<file path="config.mk">
export PLATFORM = sky130hd
export DESIGN_NAME = frontend_top
export DESIGN_NICKNAME = d
export VERILOG_FILES = /design/src/common/frontend_pkg.sv /design/src/fetch_buffer/fetch_buffer.sv /design/src/rtl/fifo_id_reg.sv /design/src/rtl/inst_decoder.sv /design/src/rtl/frontend_top.sv
export VERILOG_INCLUDE_DIRS = /design/src /design/src/common
export SDC_FILE = /design/constraint.sdc
export NUM_CORES = 1
export LEC_CHECK = 0
export BUFFER_PORTS_ARGS = -buffer_cell sky130_fd_sc_hd__buf_2
export CAP_MARGIN = 20
export CORE_MARGIN = 2
export CORE_UTILIZATION = 35
export CTS_BUF_LIST = sky130_fd_sc_hd__clkbuf_4 sky130_fd_sc_hd__clkbuf_8
export DETAILED_ROUTE_END_ITERATION = 10
export SYNTH_ARGS = -nofsm -noshare
export SYNTH_HDL_FRONTEND = slang
export SYNTH_SLANG_ARGS = --single-unit
</file>
<file path="constraint.sdc">
create_clock -name clk -period 12.4 [get_ports clk]
set_input_delay 0.62 -clock clk [delete_from_list [all_inputs] [get_ports clk]]
set_output_delay 0.62 -clock clk [all_outputs]
set_load 0.02 [all_outputs]
</file>
<file path="src/common/frontend_config.svh">
`ifndef frontend_config_svh
`define frontend_config_svh

// number of instruction pairs held by the fetch buffer, must be a power of two
`define fe_fb_depth 8

// andi r0,r0,0 is the canonical LoongArch NOP
`define fe_inst_nop 32'h0340_0000

// pc carried by a bubble, matches the core reset vector
`define fe_pc_reset 32'h1c00_0000

`endif

</file>
<file path="src/common/frontend_pkg.sv">
package frontend_pkg;

    // instruction classes recognised by the decode stage
    typedef enum logic [2:0] {
        op_nop     = 3'd0,
        op_add     = 3'd1,
        op_addi    = 3'd2,
        op_load    = 3'd3,
        op_store   = 3'd4,
        op_beq     = 3'd5,
        op_invalid = 3'd6
    } op_e;

    // one fetched pair as it leaves the fetch unit, pc is the address of inst0
    typedef struct packed {
        logic [31:0] inst0;
        logic [31:0] inst1;
        logic [31:0] pc;
        logic        excp_flag;
        logic [6:0]  ecode;
    } fetch_entry_t;

    // one decoded instruction
    typedef struct packed {
        op_e         op;
        logic [4:0]  rd;
        logic [4:0]  rj;
        logic [4:0]  rk;
        logic [31:0] imm;
    } decoded_t;

    // everything the decode stage hands to the next stage
    typedef struct packed {
        logic [31:0] pc;
        logic [31:0] pc_add;
        logic        excp_flag;
        logic [6:0]  ecode;
        decoded_t    dec0;
        decoded_t    dec1;
    } id_bundle_t;

endpackage

</file>
<file path="src/fetch_buffer/fetch_buffer.sv">
`timescale 1ns/1ns
`include "frontend_config.svh"

module fetch_buffer (
    input  logic                       clk,
    input  logic                       rstn,
    input  logic                       flush,
    input  logic                       fetch_valid,
    input  frontend_pkg::fetch_entry_t fetch_entry,
    output logic                       fetch_buf_full,
    input  logic                       fifo_allowin,
    output logic                       fifo_readygo,
    output frontend_pkg::fetch_entry_t head_entry
);

    localparam int depth = `fe_fb_depth;
    localparam int ptr_w = $clog2(depth);

    frontend_pkg::fetch_entry_t mem [depth];

    logic [ptr_w-1:0] rd_ptr;
    logic [ptr_w-1:0] wr_ptr;
    logic [ptr_w:0]   count;
    logic             empty;
    logic             push;
    logic             pop;

    assign empty          = (count == '0);
    assign fetch_buf_full = (count == (ptr_w + 1)'(depth));

    // the decode side sees the buffer as valid whenever it holds a pair
    assign fifo_readygo = !empty;
    assign head_entry   = mem[rd_ptr];

    // a flush kills both sides of the queue in the same cycle
    assign push = fetch_valid && !fetch_buf_full && !flush;
    assign pop  = fifo_readygo && fifo_allowin && !flush;

    always_ff @(posedge clk or negedge rstn) begin
        if (!rstn) begin
            rd_ptr <= '0;
            wr_ptr <= '0;
            count  <= '0;
        end else if (flush) begin
            rd_ptr <= '0;
            wr_ptr <= '0;
            count  <= '0;
        end else begin
            if (push) begin
                wr_ptr <= wr_ptr + 1'b1;
            end
            if (pop) begin
                rd_ptr <= rd_ptr + 1'b1;
            end
            // simultaneous push and pop leave the count unchanged
            case ({push, pop})
                2'b10:   count <= count + 1'b1;
                2'b01:   count <= count - 1'b1;
                default: count <= count;
            endcase
        end
    end

    // storage only, the pointers decide what is live
    always_ff @(posedge clk) begin
        if (push) begin
            mem[wr_ptr] <= fetch_entry;
        end
    end

endmodule

</file>
<file path="src/rtl/fifo_id_reg.sv">
`timescale 1ns/1ns
`include "frontend_config.svh"

module fifo_id_reg (
    input  logic                       clk,
    input  logic                       rstn,
    input  logic                       flush,
    input  logic                       stall,
    input  logic                       id_allowin,
    output logic                       id_readygo,
    output logic                       fifo_allowin,
    input  logic                       fifo_readygo,
    input  frontend_pkg::fetch_entry_t head_entry,
    output frontend_pkg::fetch_entry_t stage_entry,
    output logic [31:0]                stage_pc_add
);

    localparam frontend_pkg::fetch_entry_t bubble = '{
        inst0:     `fe_inst_nop,
        inst1:     `fe_inst_nop,
        pc:        `fe_pc_reset,
        excp_flag: 1'b0,
        ecode:     7'd0
    };

    logic valid;
    logic advance;
    logic take_head;

    // stall also holds the buffer so no pair is popped into a frozen stage
    assign advance      = id_allowin && !stall;
    assign fifo_allowin = advance;
    assign take_head    = advance && fifo_readygo;
    assign id_readygo   = valid;

    always_ff @(posedge clk or negedge rstn) begin
        if (!rstn) begin
            valid <= 1'b0;
        end else if (flush) begin
            valid <= 1'b0;
        end else if (advance) begin
            // an empty buffer leaves a bubble behind
            valid <= fifo_readygo;
        end
    end

    always_ff @(posedge clk) begin
        if (flush || (advance && !fifo_readygo)) begin
            stage_entry  <= bubble;
            stage_pc_add <= `fe_pc_reset + 32'd4;
        end else if (take_head) begin
            stage_entry  <= head_entry;
            stage_pc_add <= head_entry.pc + 32'd4;
        end
    end

endmodule

</file>
<file path="src/rtl/inst_decoder.sv">
`timescale 1ns/1ns
`include "frontend_config.svh"

module inst_decoder (
    input  logic [31:0]            inst,
    output frontend_pkg::decoded_t dec
);

    logic [4:0]  rd;
    logic [4:0]  rj;
    logic [4:0]  rk;
    logic [31:0] imm_si12;
    logic [31:0] imm_offs16;

    assign rd = inst[4:0];
    assign rj = inst[9:5];
    assign rk = inst[14:10];

    // si12 for addi and the memory ops
    assign imm_si12 = {{20{inst[21]}}, inst[21:10]};
    // branch offset counts words, so it is shifted into a byte offset
    assign imm_offs16 = {{14{inst[25]}}, inst[25:10], 2'b00};

    always_comb begin
        dec = '{
            op:  frontend_pkg::op_invalid,
            rd:  5'd0,
            rj:  5'd0,
            rk:  5'd0,
            imm: 32'd0
        };
        if (inst == `fe_inst_nop) begin
            dec.op = frontend_pkg::op_nop;
        end else begin
            // opcode fields differ in width, so the shorter ones wildcard the tail
            casez (inst[31:15])
                17'h0_0020: begin
                    dec.op = frontend_pkg::op_add;
                    dec.rd = rd;
                    dec.rj = rj;
                    dec.rk = rk;
                end
                {10'h00a, 7'b???????}: begin
                    dec.op  = frontend_pkg::op_addi;
                    dec.rd  = rd;
                    dec.rj  = rj;
                    dec.imm = imm_si12;
                end
                {10'h0a2, 7'b???????}: begin
                    dec.op  = frontend_pkg::op_load;
                    dec.rd  = rd;
                    dec.rj  = rj;
                    dec.imm = imm_si12;
                end
                {10'h0a6, 7'b???????}: begin
                    dec.op  = frontend_pkg::op_store;
                    dec.rd  = rd;
                    dec.rj  = rj;
                    dec.imm = imm_si12;
                end
                {6'h16, 11'b???????????}: begin
                    dec.op  = frontend_pkg::op_beq;
                    dec.rd  = rd;
                    dec.rj  = rj;
                    dec.imm = imm_offs16;
                end
                default: begin
                    dec.op = frontend_pkg::op_invalid;
                end
            endcase
        end
    end

endmodule

</file>
<file path="src/rtl/frontend_top.sv">
`timescale 1ns/1ns

module frontend_top (
    input  logic                       clk,
    input  logic                       rstn,
    input  logic                       flush,
    input  logic                       stall,
    input  logic                       fetch_valid,
    input  frontend_pkg::fetch_entry_t fetch_entry,
    output logic                       fetch_buf_full,
    input  logic                       id_allowin,
    output logic                       id_readygo,
    output frontend_pkg::id_bundle_t   id_bundle
);

    logic                       fifo_allowin;
    logic                       fifo_readygo;
    frontend_pkg::fetch_entry_t head_entry;
    frontend_pkg::fetch_entry_t stage_entry;
    logic [31:0]                stage_pc_add;
    frontend_pkg::decoded_t     dec0;
    frontend_pkg::decoded_t     dec1;

    fetch_buffer fetch_buffer_inst (
        .clk            (clk),
        .rstn           (rstn),
        .flush          (flush),
        .fetch_valid    (fetch_valid),
        .fetch_entry    (fetch_entry),
        .fetch_buf_full (fetch_buf_full),
        .fifo_allowin   (fifo_allowin),
        .fifo_readygo   (fifo_readygo),
        .head_entry     (head_entry)
    );

    fifo_id_reg fifo_id_reg_inst (
        .clk          (clk),
        .rstn         (rstn),
        .flush        (flush),
        .stall        (stall),
        .id_allowin   (id_allowin),
        .id_readygo   (id_readygo),
        .fifo_allowin (fifo_allowin),
        .fifo_readygo (fifo_readygo),
        .head_entry   (head_entry),
        .stage_entry  (stage_entry),
        .stage_pc_add (stage_pc_add)
    );

    // one decoder per issue slot
    inst_decoder dec0_inst (
        .inst (stage_entry.inst0),
        .dec  (dec0)
    );

    inst_decoder dec1_inst (
        .inst (stage_entry.inst1),
        .dec  (dec1)
    );

    assign id_bundle = '{
        pc:        stage_entry.pc,
        pc_add:    stage_pc_add,
        excp_flag: stage_entry.excp_flag,
        ecode:     stage_entry.ecode,
        dec0:      dec0,
        dec1:      dec1
    };

endmodule

</file>
---- After elaboration in Yosys (flattened, before gate mapping) ----
Memories as Yosys holds them, arrays and structs flattened.
Cells that the tools add are included.
storage, ports and cells
  flip-flop bits (word level) ............. 147
  bits in writable memories ............... 832
  input port bits ......................... 110
  logic and storage cells ................. 73
  memories kept ........................... 1
cells by class
  $add $sub $neg .......................... 5
  equality and inequality tests ........... 15
  mux-type cells .......................... 22
  reductions and logical operators ........ 20
memory list
  name                   words  bits a word  rd ports  clocked after Yosys merged registers in  wr ports  line                text
  fetch_buffer_inst.mem  8      104          1         0                                        1         fetch_buffer.sv:19  frontend_pkg::fetch_entry_t mem [depth];
operator list
  operator                                                           count
  32-bit case mux with 2 select lines                                2
  47-bit 2-to-1 mux                                                  2
  32-bit by 26-bit == test with 1-bit output, second input constant  2
  10-bit by 8-bit == test with 1-bit output, second input constant   4
  17-bit by 6-bit == test with 1-bit output, second input constant   2
  32-bit by 3-bit adder with 32-bit output, second input constant    1
  3-bit case mux with 5 select lines                                 2
  10-bit by 4-bit == test with 1-bit output, second input constant   2
  10-bit 2-to-1 mux                                                  2
  3-bit 2-to-1 mux                                                   6
  6-bit by 5-bit == test with 1-bit output, second input constant    2
  5-bit 2-to-1 mux                                                   2
  5-bit OR reduction                                                 2
  4-bit case mux with 2 select lines                                 1
  3-bit by 1-bit adder with 3-bit output, second input constant      2
  1-bit logical AND                                                  6
  2-bit nonzero test                                                 3
  3-bit OR reduction                                                 2
  4-bit by 1-bit adder with 4-bit output, second input constant      1
  4-bit == test, second input constant                               1
  1-bit zero test                                                    4
  4-bit zero test                                                    1
  1-bit 2-to-1 mux                                                   4
  4-bit 2-to-1 mux                                                   1
  5 further kinds                                                    5

---- Logic depth before layout (Yosys ltp) ----
Gate-level depths: netlist (run 1).
  word-level depth ........................ 7
  mapped depth ............................ 11

---- Hierarchy ----
From an unflattened synthesis (run 1), not the netlist that was laid out.
unflattened totals
  cell total of the unflattened synthesis .. 2098
  area, all modules ....................... 38418.1 um2
by module, submodules not included
  module        times used  cells each  area an instance (um2)
  fetch_buffer  1           1277        31908.1
  fifo_id_reg   1           639         5263.8
  inst_decoder  2           91          623.1

---- Worst setup path after synthesis (run 1) ----
OpenSTA, ideal clock, no wires.
  path type ............................... reg2reg
  start ................................... register fetch_buffer_inst.count[1]
  end ..................................... memory fetch_buffer_inst.mem[0][0] (netlist name), enable pin
  arrival ................................. 8435 ps
  slack ................................... 3271 ps
  cell stages (with the launch flop) ...... 7
  path buffers ............................ 1
  clock period less this slack ............ 9129 ps
  path through ............................ dfrtp_1 clkbuf_1 nor3_1 and2_1 nand2b_1 or3_1 nor3_1
on the way
  longest elaborated chain between the ends .. 6
ends and longest elaborated chain
  element                                 line                text
  start: declaration                      fetch_buffer.sv:23  logic [ptr_w:0] count;
  start signal: assignment                fetch_buffer.sv:57  2'b10: count <= count + 1'b1;
  start signal: assignment                fetch_buffer.sv:58  2'b01: count <= count - 1'b1;
  start signal: assignment                fetch_buffer.sv:59  default: count <= count;
  4-bit == test                           fetch_buffer.sv:29  assign fetch_buf_full = (count == (ptr_w + 1)'(depth));
  net fetch_buf_full                      frontend_top.sv:10  output logic fetch_buf_full,
  1-bit zero test                         fetch_buffer.sv:36  assign push = fetch_valid && !fetch_buf_full && !flush;
  1-bit logical AND (2 in series)         fetch_buffer.sv:36
  1-bit 2-to-1 mux                        fetch_buffer.sv:66  if (push) begin
  1-bit 2-to-1 mux (not written as such)  fetch_buffer.sv:67  mem[wr_ptr] <= fetch_entry;
  end: declaration                        fetch_buffer.sv:19
The timed path passes the listed nets, and every way through them passes these cells.

---- Final worst setup path (run 1) ----
  start ................................... register fetch_buffer_inst.rd_ptr[0]
  end ..................................... register, netlist name fifo_id_reg_inst.stage_entry[98]
on the way
  longest elaborated chain between the ends .. 1
ends and longest elaborated chain
  element                   line                text
  start: declaration        fetch_buffer.sv:21  logic [ptr_w-1:0] rd_ptr;
  start signal: assignment  fetch_buffer.sv:53  rd_ptr <= rd_ptr + 1'b1;
  memory 8 x 104 bit        --
Every way passes these cells.
A chain may end at the register's enable or synchronous reset.

==> results of run 1 <==
[cell families (layout without fill, tap and decap cells)]
family	after synthesis	in the layout	share of synthesized area, %
AOI/OAI and AO/OA	180	180	3.440
xor gates and xnor gates	24	24	0.5540
adders and majority gates	5	5	0.1649
buffers and inverters	153	685	2.134
DFF	977	977	73.64
muxes	321	321	15.35
other	0	7	0
and+or+nand+nor	368	368	4.709
[metrics by stage]
| stage | instance area [sq um] | setup slack, ns |
|---|---|---|
| after floorplan | 37940 | 3.271 |
| after global placement | 40720 | 7.537 |
| after detailed placement | 40720 | 7.480 |
| after CTS | 44810 | 7.469 |
| after global routing | 44820 | 7.127 |
| final | 44820 | 7.700 |
[power by group through the flow]
stage	Sequential [mW]	Clock (mW)	Combinational (mW)
3_3_place_gp	3.80	0	0.615
6_report	3.73	2.91	0.636
4_1_cts	3.73	2.99	0.649
5_1_grt	3.74	3.13	0.697
2_1_floorplan	3.80	0	0.415
3_5_place_dp	3.80	0	0.626
[final timing paths]
kind	startpoint	depth (start not counted)	slack, ns	to
worst max-delay path	fetch_buffer_inst.rd_ptr[0]$_DFFE_PN0P_	6	7.70	fifo_id_reg_inst.stage_entry[98]$_SDFFE_PP0N_
worst min-delay path	fetch_entry[28]	1	0.09	fetch_buffer_inst.mem[5][28]$_DFFE_PP_
worst max register to register	fetch_buffer_inst.rd_ptr[0]$_DFFE_PN0P_	6	7.70	fifo_id_reg_inst.stage_entry[98]$_SDFFE_PP0N_
worst min register to register	fifo_id_reg_inst.stage_entry[10]$_SDFFE_PP0N_	2	0.45	fifo_id_reg_inst.stage_entry[10]$_SDFFE_PP0N_
max in group asynchronous	rstn	2	11.89	fetch_buffer_inst.rd_ptr[0]$_DFFE_PN0P_
min in group asynchronous	rstn	2	0.22	fifo_id_reg_inst.id_readygo$_DFFE_PN0P_
[what timing repair did]
item / in CTS / in global routing
endpoints found under the hold margin: 442 / 0
setup buffers: 0 / 0
hold buffers: 68 / 0
[state kept, by name, summed over array words and instances (netlist names)]
| name | flops |
|---|---|
| fetch_buffer_inst.mem | 832 |
| fifo_id_reg_inst.stage_pc_add | 32 |
| fetch_buffer_inst.wr_ptr | 3 |
| fetch_buffer_inst.count | 4 |
| fifo_id_reg_inst.stage_entry | 102 |
| fetch_buffer_inst.rd_ptr | 3 |
| fifo_id_reg_inst.id_readygo | 1 |
[layout make-up]
cell class                 count  area share (%)
clock buffer                 243           6.638
timing repair buffer         384           5.343
tap                         1403           3.916
inverter                       5         0.04187
clock inverter                53          0.9575
multi-input combinational    898           20.70
antenna                        7         0.03908
sequential                   977           62.36
[metal layers]
metal	global-route usage (%)	share of wire [%]	vias up
met5	0	0.12	-
met4	4.602	1.8	18
met3	3.785	5.4	151
met2	27.50	49	578
met1	21.26	43	10438
li1	-	-	8989
[cells in the final DEF (no fill, tap or decap), types with 29 or more instances in the layout]
cell	count
a211oi_1	93
and2_1	37
buf_2	283
buf_4	29
clkbuf_4	59
clkbuf_8	184
dfxtp_1	134
dlygate4sd3_1	68
edfxtp_1	832
mux2i_1	110
mux4_2	199
nand2_1	66
nand3_1	31
nor2_1	130
==> flow_metrics.py, run 1 <==
metrics = {
    "synthesis": {
        "ys_async_sr_fraction_pct": 1.126,
        "post-synth-top-count-cell": "edfxtp_1",
        "seq_area_frac_synth_pct": 73.64,
        "synth_area_leaders": "edfxtp_1 (66%), mux4_2 (12%), dfxtp_1 (7.1%)",
        "yosysTopAreaCellShare_pct": 65.85,
        "ys.flop_type": "edfxtp_1",
        "yosys_warnings": 0,
        "ys_types": 57,
        "syn_nets": 2143,
        "yosysTopAreaCell": "edfxtp_1",
        "synth.cell_area_sq_um": 37940,
        "postSynthCellCount": 2028,
        "syn_area_per_cell_sq_um": 18.71,
        "yosys-top-cells-count": "edfxtp_1 (832), mux4_2 (199), nor2_1 (136)",
        "synth_edf_count": 832,
        "yosys_register_bits": 977,
    },
    "die": {
        "rows": 120,
        "dieArea_sq_um": 111100,
        "start_util_pct": 35.34,
        "chipWidth_microns": 333.2,
        "core_sq_um": 107400,
        "fp.dieH_microns": 333.2,
        "io_pins": 284,
    },
    "power_and_ir_drop": {
        "intPower_mw": 5.582,
        "p_per_area_nw_per_um2": 162.4,
        "total_power_mw": 7.281,
        "clkPwrFrac_pct": 40.0,
        "p_sw_mw": 1.700,
        "p_comb_share_pct": 8.7,
        "swShare_pct": 23.34,
        "p_leak_nw": 14.81,
        "seqPwrFrac_pct": 51.3,
        "ir_drop_mv": 0.1311,
    },
    "global_routing": {
        "grt_pass1_wl_microns": 134800,
        "grt_pass1_vias": 20968,
        "grt_overflow_total": 0,
        "grt_usage_pct": 16.37,
        "antenna_found_initial": 25,
        "grt_max_degree": 155,
    },
    "sta": {
        "max_slew_margin_pct": 24.18,
        "slew_viol_final": 0,
        "setup_violations": 0,
        "finalSetupTns_ns": 0,
        "min_period_ns": 4.700,
        "fmax_ghz": 0.2128,
        "hold_ws_ns": 0.08952,
        "finClkSkew_ns": 0.02809,
        "worstMarginPinSlew_ns": 1.137,
        "rsz0062_at_grt": "false",
        "hold_violations": 0,
        "min_period_over_period_pct": 37.91,
    },
    "layout": {
        "layout-drive-gt1-share_pct": 31.99,
        "seq_area_sq_um": 27950,
        "area_growth_pct": 18.14,
        "n_fill_cell": 9464,
        "multi_input_area_sq_um": 9279,
        "nets": 2541,
        "stdcell_count": 3970,
        "finalCoreUtilization_pct": 41.75,
    },
    "worst_setup_path": {
        "cp_top_family": "buffers and inverters",
        "worstPathCellList": "buf_4 -> buf_4 -> buf_4 -> mux4_2 -> mux2i_1 -> a211oi_1",
        "cp_slowest_cell": "dfrtp_4",
        "crit_top_cell": "buf_4",
        "max_stage_delay_ns": 0.93,
        "criticalPathCategory": "reg2reg",
        "crit_arrival_ns": 5.33,
        "worst-path-buf-inv": 3,
        "crit_fanout": 49,
        "worst_setup_path_start_kind": "register",
        "required_ns": 13.03,
        "cp-end-kind": "register",
    },
    "route": {
        "avgRoutedWirePerCell_microns": 22.94,
        "drtIter0Drc": 1459,
        "dr.pass1.iters": 5,
        "ant_nets": 0,
        "viasPerCell": 5.082,
        "num_vias": 20174,
        "drcViolationCount": 0,
        "drt_wl_total_microns": 91050,
    },
    "clock_tree": {
        "cts.repair.resized": 0,
        "root_buffer": "clkbuf_8",
        "ctsHtreeMaxLevel": 4,
        "cts_tree": "yes",
        "cts.clk_slew.worst_paths_ns": 0.06,
        "clockBufferDepth": 3,
        "clkLatencyLatePin_ns": 0.82,
        "clkSinkCount": 977,
        "cts_made_buffers": 160,
    },
    "placement": {
        "dp.cells": 3599,
        "place_hpwl_microns": 50630,
        "portBuffers": 283,
        "gp_congestion": 0.7651,
    },
    "flow_run": {
        "drv_cap": 0,
    },
    "worst_hold_path": {
        "min_path_type": "in2reg",
    },
    "outcome": {
        "status": "completed",
    },
}
(Power assumes the default switching activity.)
==> inputs of run 2 (changes only) <==
--- a/config.mk
+++ b/config.mk
@@ -6,6 +6,7 @@
 export SDC_FILE = /design/constraint.sdc
 export NUM_CORES = 1
 export LEC_CHECK = 0
+export ABC_AREA = 1
 export BUFFER_PORTS_ARGS = -buffer_cell sky130_fd_sc_hd__buf_2
 export CAP_MARGIN = 20
 export CORE_MARGIN = 2
==> constraint.sdc (replaced) <==
create_clock -name clk -period 4.05 [get_ports clk]
set_input_delay 0.2025 -clock clk [delete_from_list [all_inputs] [get_ports clk]]
set_output_delay 0.2025 -clock clk [all_outputs]
set_load 0.02 [all_outputs]
==> run 2 against run 1 <==
Against the previous run: count of clock-buffer cells in the layout is 9 higher; critical endpoint is now id_bundle[77]; highest routed layer unchanged; worst hold slack better by 0.092 ns; total power rose to 3.4 times the previous value; synthesized cell count grew 76%; register-to-register slack worse by 6.4 ns.
==> flow_metrics.py, run 2 <==
metrics = {
    "route": {
        "drcViolationCount": 0,
        "drt_wl_total_microns": 110200,
        "drtIter0Drc": 2431,
        "dr.pass1.iters": 6,
        "ant_nets": 0,
        "avgRoutedWirePerCell_microns": 19.77,
        "num_vias": 27971,
        "viasPerCell": 5.020,
    },
    "sta": {
        "fmax_ghz": 0.2786,
        "slew_viol_final": 0,
        "worstMarginPinSlew_ns": 1.103,
        "setup_violations": 0,
        "hold_violations": 0,
        "finClkSkew_ns": 0.05201,
        "max_slew_margin_pct": 26.28,
        "min_period_over_period_pct": 88.63,
        "min_period_ns": 3.589,
        "hold_ws_ns": 0.1811,
        "rsz0062_at_grt": "false",
    },
    "worst_setup_path": {
        "cp-end-kind": "primary output",
        "crit_fanout": 18,
        "worstPathCellList": "inv_1 -> nor3_1 -> nand3_1 -> o21ai_0 -> buf_2",
        "worst_setup_path_start_kind": "register",
        "cp_slowest_cell": "o21ai_0",
        "rr_startpoint": "fetch_buffer_inst.rd_ptr[0]$_DFFE_PN0P_",
        "crit_arrival_ns": 3.39,
        "criticalPathCategory": "reg2out",
        "required_ns": 3.85,
        "critPathLaunch": "fifo_id_reg_inst.stage_entry[100]$_SDFFE_PP0N_",
        "max_stage_delay_ns": 1.06,
    },
    "layout": {
        "layout_common_cells": "edfxtp_1 (832), nand2_1 (532), nor2_1 (467)",
        "area_growth_pct": 18.44,
        "layout_commonest_cell": "edfxtp_1",
        "stdcell_count": 5572,
        "layout-drive-gt1-share_pct": 16.07,
        "nets": 4047,
        "seq_area_sq_um": 27950,
        "n_fill_cell": 10628,
        "largest_register_ffs": 832,
        "reg_top3": "fetch_buffer_inst.mem: 832 flops, fifo_id_reg_inst.stage_entry: 102 flops, fifo_id_reg_inst.stage_pc_add: 32 flops",
        "finalCoreUtilization_pct": 41.87,
        "multi_input_area_sq_um": 9649,
        "top_register": "fetch_buffer_inst.mem",
        "postLayoutCellArea_sq_um": 47240,
    },
    "power_and_ir_drop": {
        "ir_drop_mv": 0.3052,
        "p_per_area_nw_per_um2": 525.1,
        "total_power_mw": 24.80,
        "p_leak_nw": 17.77,
    },
    "global_routing": {
        "grt_pass1_wl_microns": 166000,
        "grt_max_degree": 201,
        "grt_overflow_total": 0,
        "grt_usage_pct": 18.60,
        "antenna_found_initial": 14,
        "grt_pass1_vias": 26774,
    },
    "clock_tree": {
        "root_buffer": "clkbuf_8",
        "cts_tree": "yes",
        "clkSinkCount": 977,
        "ctsHtreeMaxLevel": 4,
        "cts.clk_slew.worst_paths_ns": 0.06,
        "clockBufferDepth": 3,
        "cts.repair.resized": 0,
        "clkLatencyLatePin_ns": 0.83,
        "cts_made_buffers": 164,
    },
    "worst_hold_path": {
        "min-delay-start": "fetch_entry[1]",
        "min_path_type": "in2reg",
    },
    "synthesis": {
        "yosys_warnings": 0,
        "post-synth-top-count-cell": "edfxtp_1",
        "seq_area_frac_synth_pct": 70.06,
        "ys.flop_type": "edfxtp_1",
        "yosys-top-cells-count": "edfxtp_1 (832), nand2_1 (533), nor2_1 (475)",
        "synth.cell_area_sq_um": 39880,
        "ys_types": 40,
        "postSynthCellCount": 3563,
        "yosys_register_bits": 977,
        "syn_nets": 3678,
        "yosysTopAreaCellShare_pct": 62.64,
        "yosysTopAreaCell": "edfxtp_1",
        "synth_edf_count": 832,
        "ys_async_sr_fraction_pct": 1.126,
        "synth_area_leaders": "edfxtp_1 (63%), dfxtp_1 (6.7%), o21ai_0 (5.8%)",
        "syn_area_per_cell_sq_um": 11.19,
    },
    "die": {
        "core_sq_um": 112800,
        "dieArea_sq_um": 116700,
        "start_util_pct": 35.35,
        "chipWidth_microns": 341.6,
        "fp.dieH_microns": 341.6,
        "io_pins": 284,
        "rows": 123,
    },
    "flow_run": {
        "drv_cap": 0,
    },
    "placement": {
        "portBuffers": 283,
        "gp_congestion": 0.8533,
        "dp.cells": 5156,
        "place_hpwl_microns": 62170,
        "dpl_cell_area_sq_um": 42720,
    },
    "outcome": {
        "status": "completed",
    },
}
-- run 2: changes by cell type after synthesis, sizes merged, moves of 36 or more --
cell,delta
a211oi,-92
o221ai,+74
nand2,+475
mux4,-206
nor2,+347
nand3,+137
buf,+38
mux2i,-111
inv,+288
clkbuf,+53
o22ai,+100
o21ai,+493
a21oi,+88
and2,-36
-- run 2: timing repair --
item,in CTS,in global routing
buffers inserted,0,0
endpoints found under the hold margin,859,0
hold buffers,110,0
-- run 2: metrics by stage --
step,setup WS [ns],TNS [ns]
3_3_place_gp,1.269,0
2_1_floorplan,-1.746,-1447.76
6_report,0.4606,0
4_1_cts,0.4045,0
3_5_place_dp,1.243,0
5_1_grt,0.1155,0
-- run 2: cell type report --
class	instances	share of cell area, %
clock buffers	252	6.429
flip-flops and latches	977	59.18
multi-input cells	2048	20.43
clock inverters	45	0.7523
well taps	1500	3.973
diodes	9	0.04768
repair buffers	442	6.771
inverters	299	2.421
-- run 2: logic make-up after synthesis --
logic type	after synthesis	share of synthesized area [%]
xor gates and xnor gates	1	0.02196
adders and majority gates	5	0.1569
and+or+nand+nor	1239	12.68
AOI/OAI and AO/OA	803	11.18
DFF	977	70.06
buffers and inverters	538	5.901
-- run 2: final timing paths --
path | endpoint | slack [ns] | cells past startpoint
min reg2reg | fifo_id_reg_inst.stage_entry[10]$_SDFFE_PP0N_ | 0.47 | 2
min | fetch_buffer_inst.mem[5][1]$_DFFE_PP_ | 0.18 | 2
max reg2reg | fifo_id_reg_inst.stage_pc_add[22]$_SDFFE_PP0N_ | 1.26 | 15
max | id_bundle[77] | 0.46 | 5
min in group asynchronous | fetch_buffer_inst.rd_ptr[2]$_DFFE_PN0P_ | 0.52 | 3
max in group asynchronous | fetch_buffer_inst.rd_ptr[0]$_DFFE_PN0P_ | 2.99 | 3
-- run 2: worst max-delay path, delay by kind of cell, from the launching register on --
kind / cells / cell delay [ns]
compound gates: 1 / 1.06
buf+inv: 2 / 0.39
flops: 1 / 0.36
simple gates: 2 / 0.75
-- run 2: routing by layer --
metal	part of all wire, %	GRT usage, %	wire [microns]	vias to the layer above
li1	-	-	-	13244
met5	0.076	0	84	-
met4	1.7	5.424	1897	14
met1	44	25.26	48490	13598
met3	6.6	3.628	7313	150
met2	48	30.27	52380	965
-- run 2: power breakdown --
part	leakage, nW	switching [mW]	internal, mW
Combinational	7.21	2.96	1.17
Sequential	8.76	0.327	11.4
Clock	1.81	3.97	4.95
Total	17.8	7.26	17.5
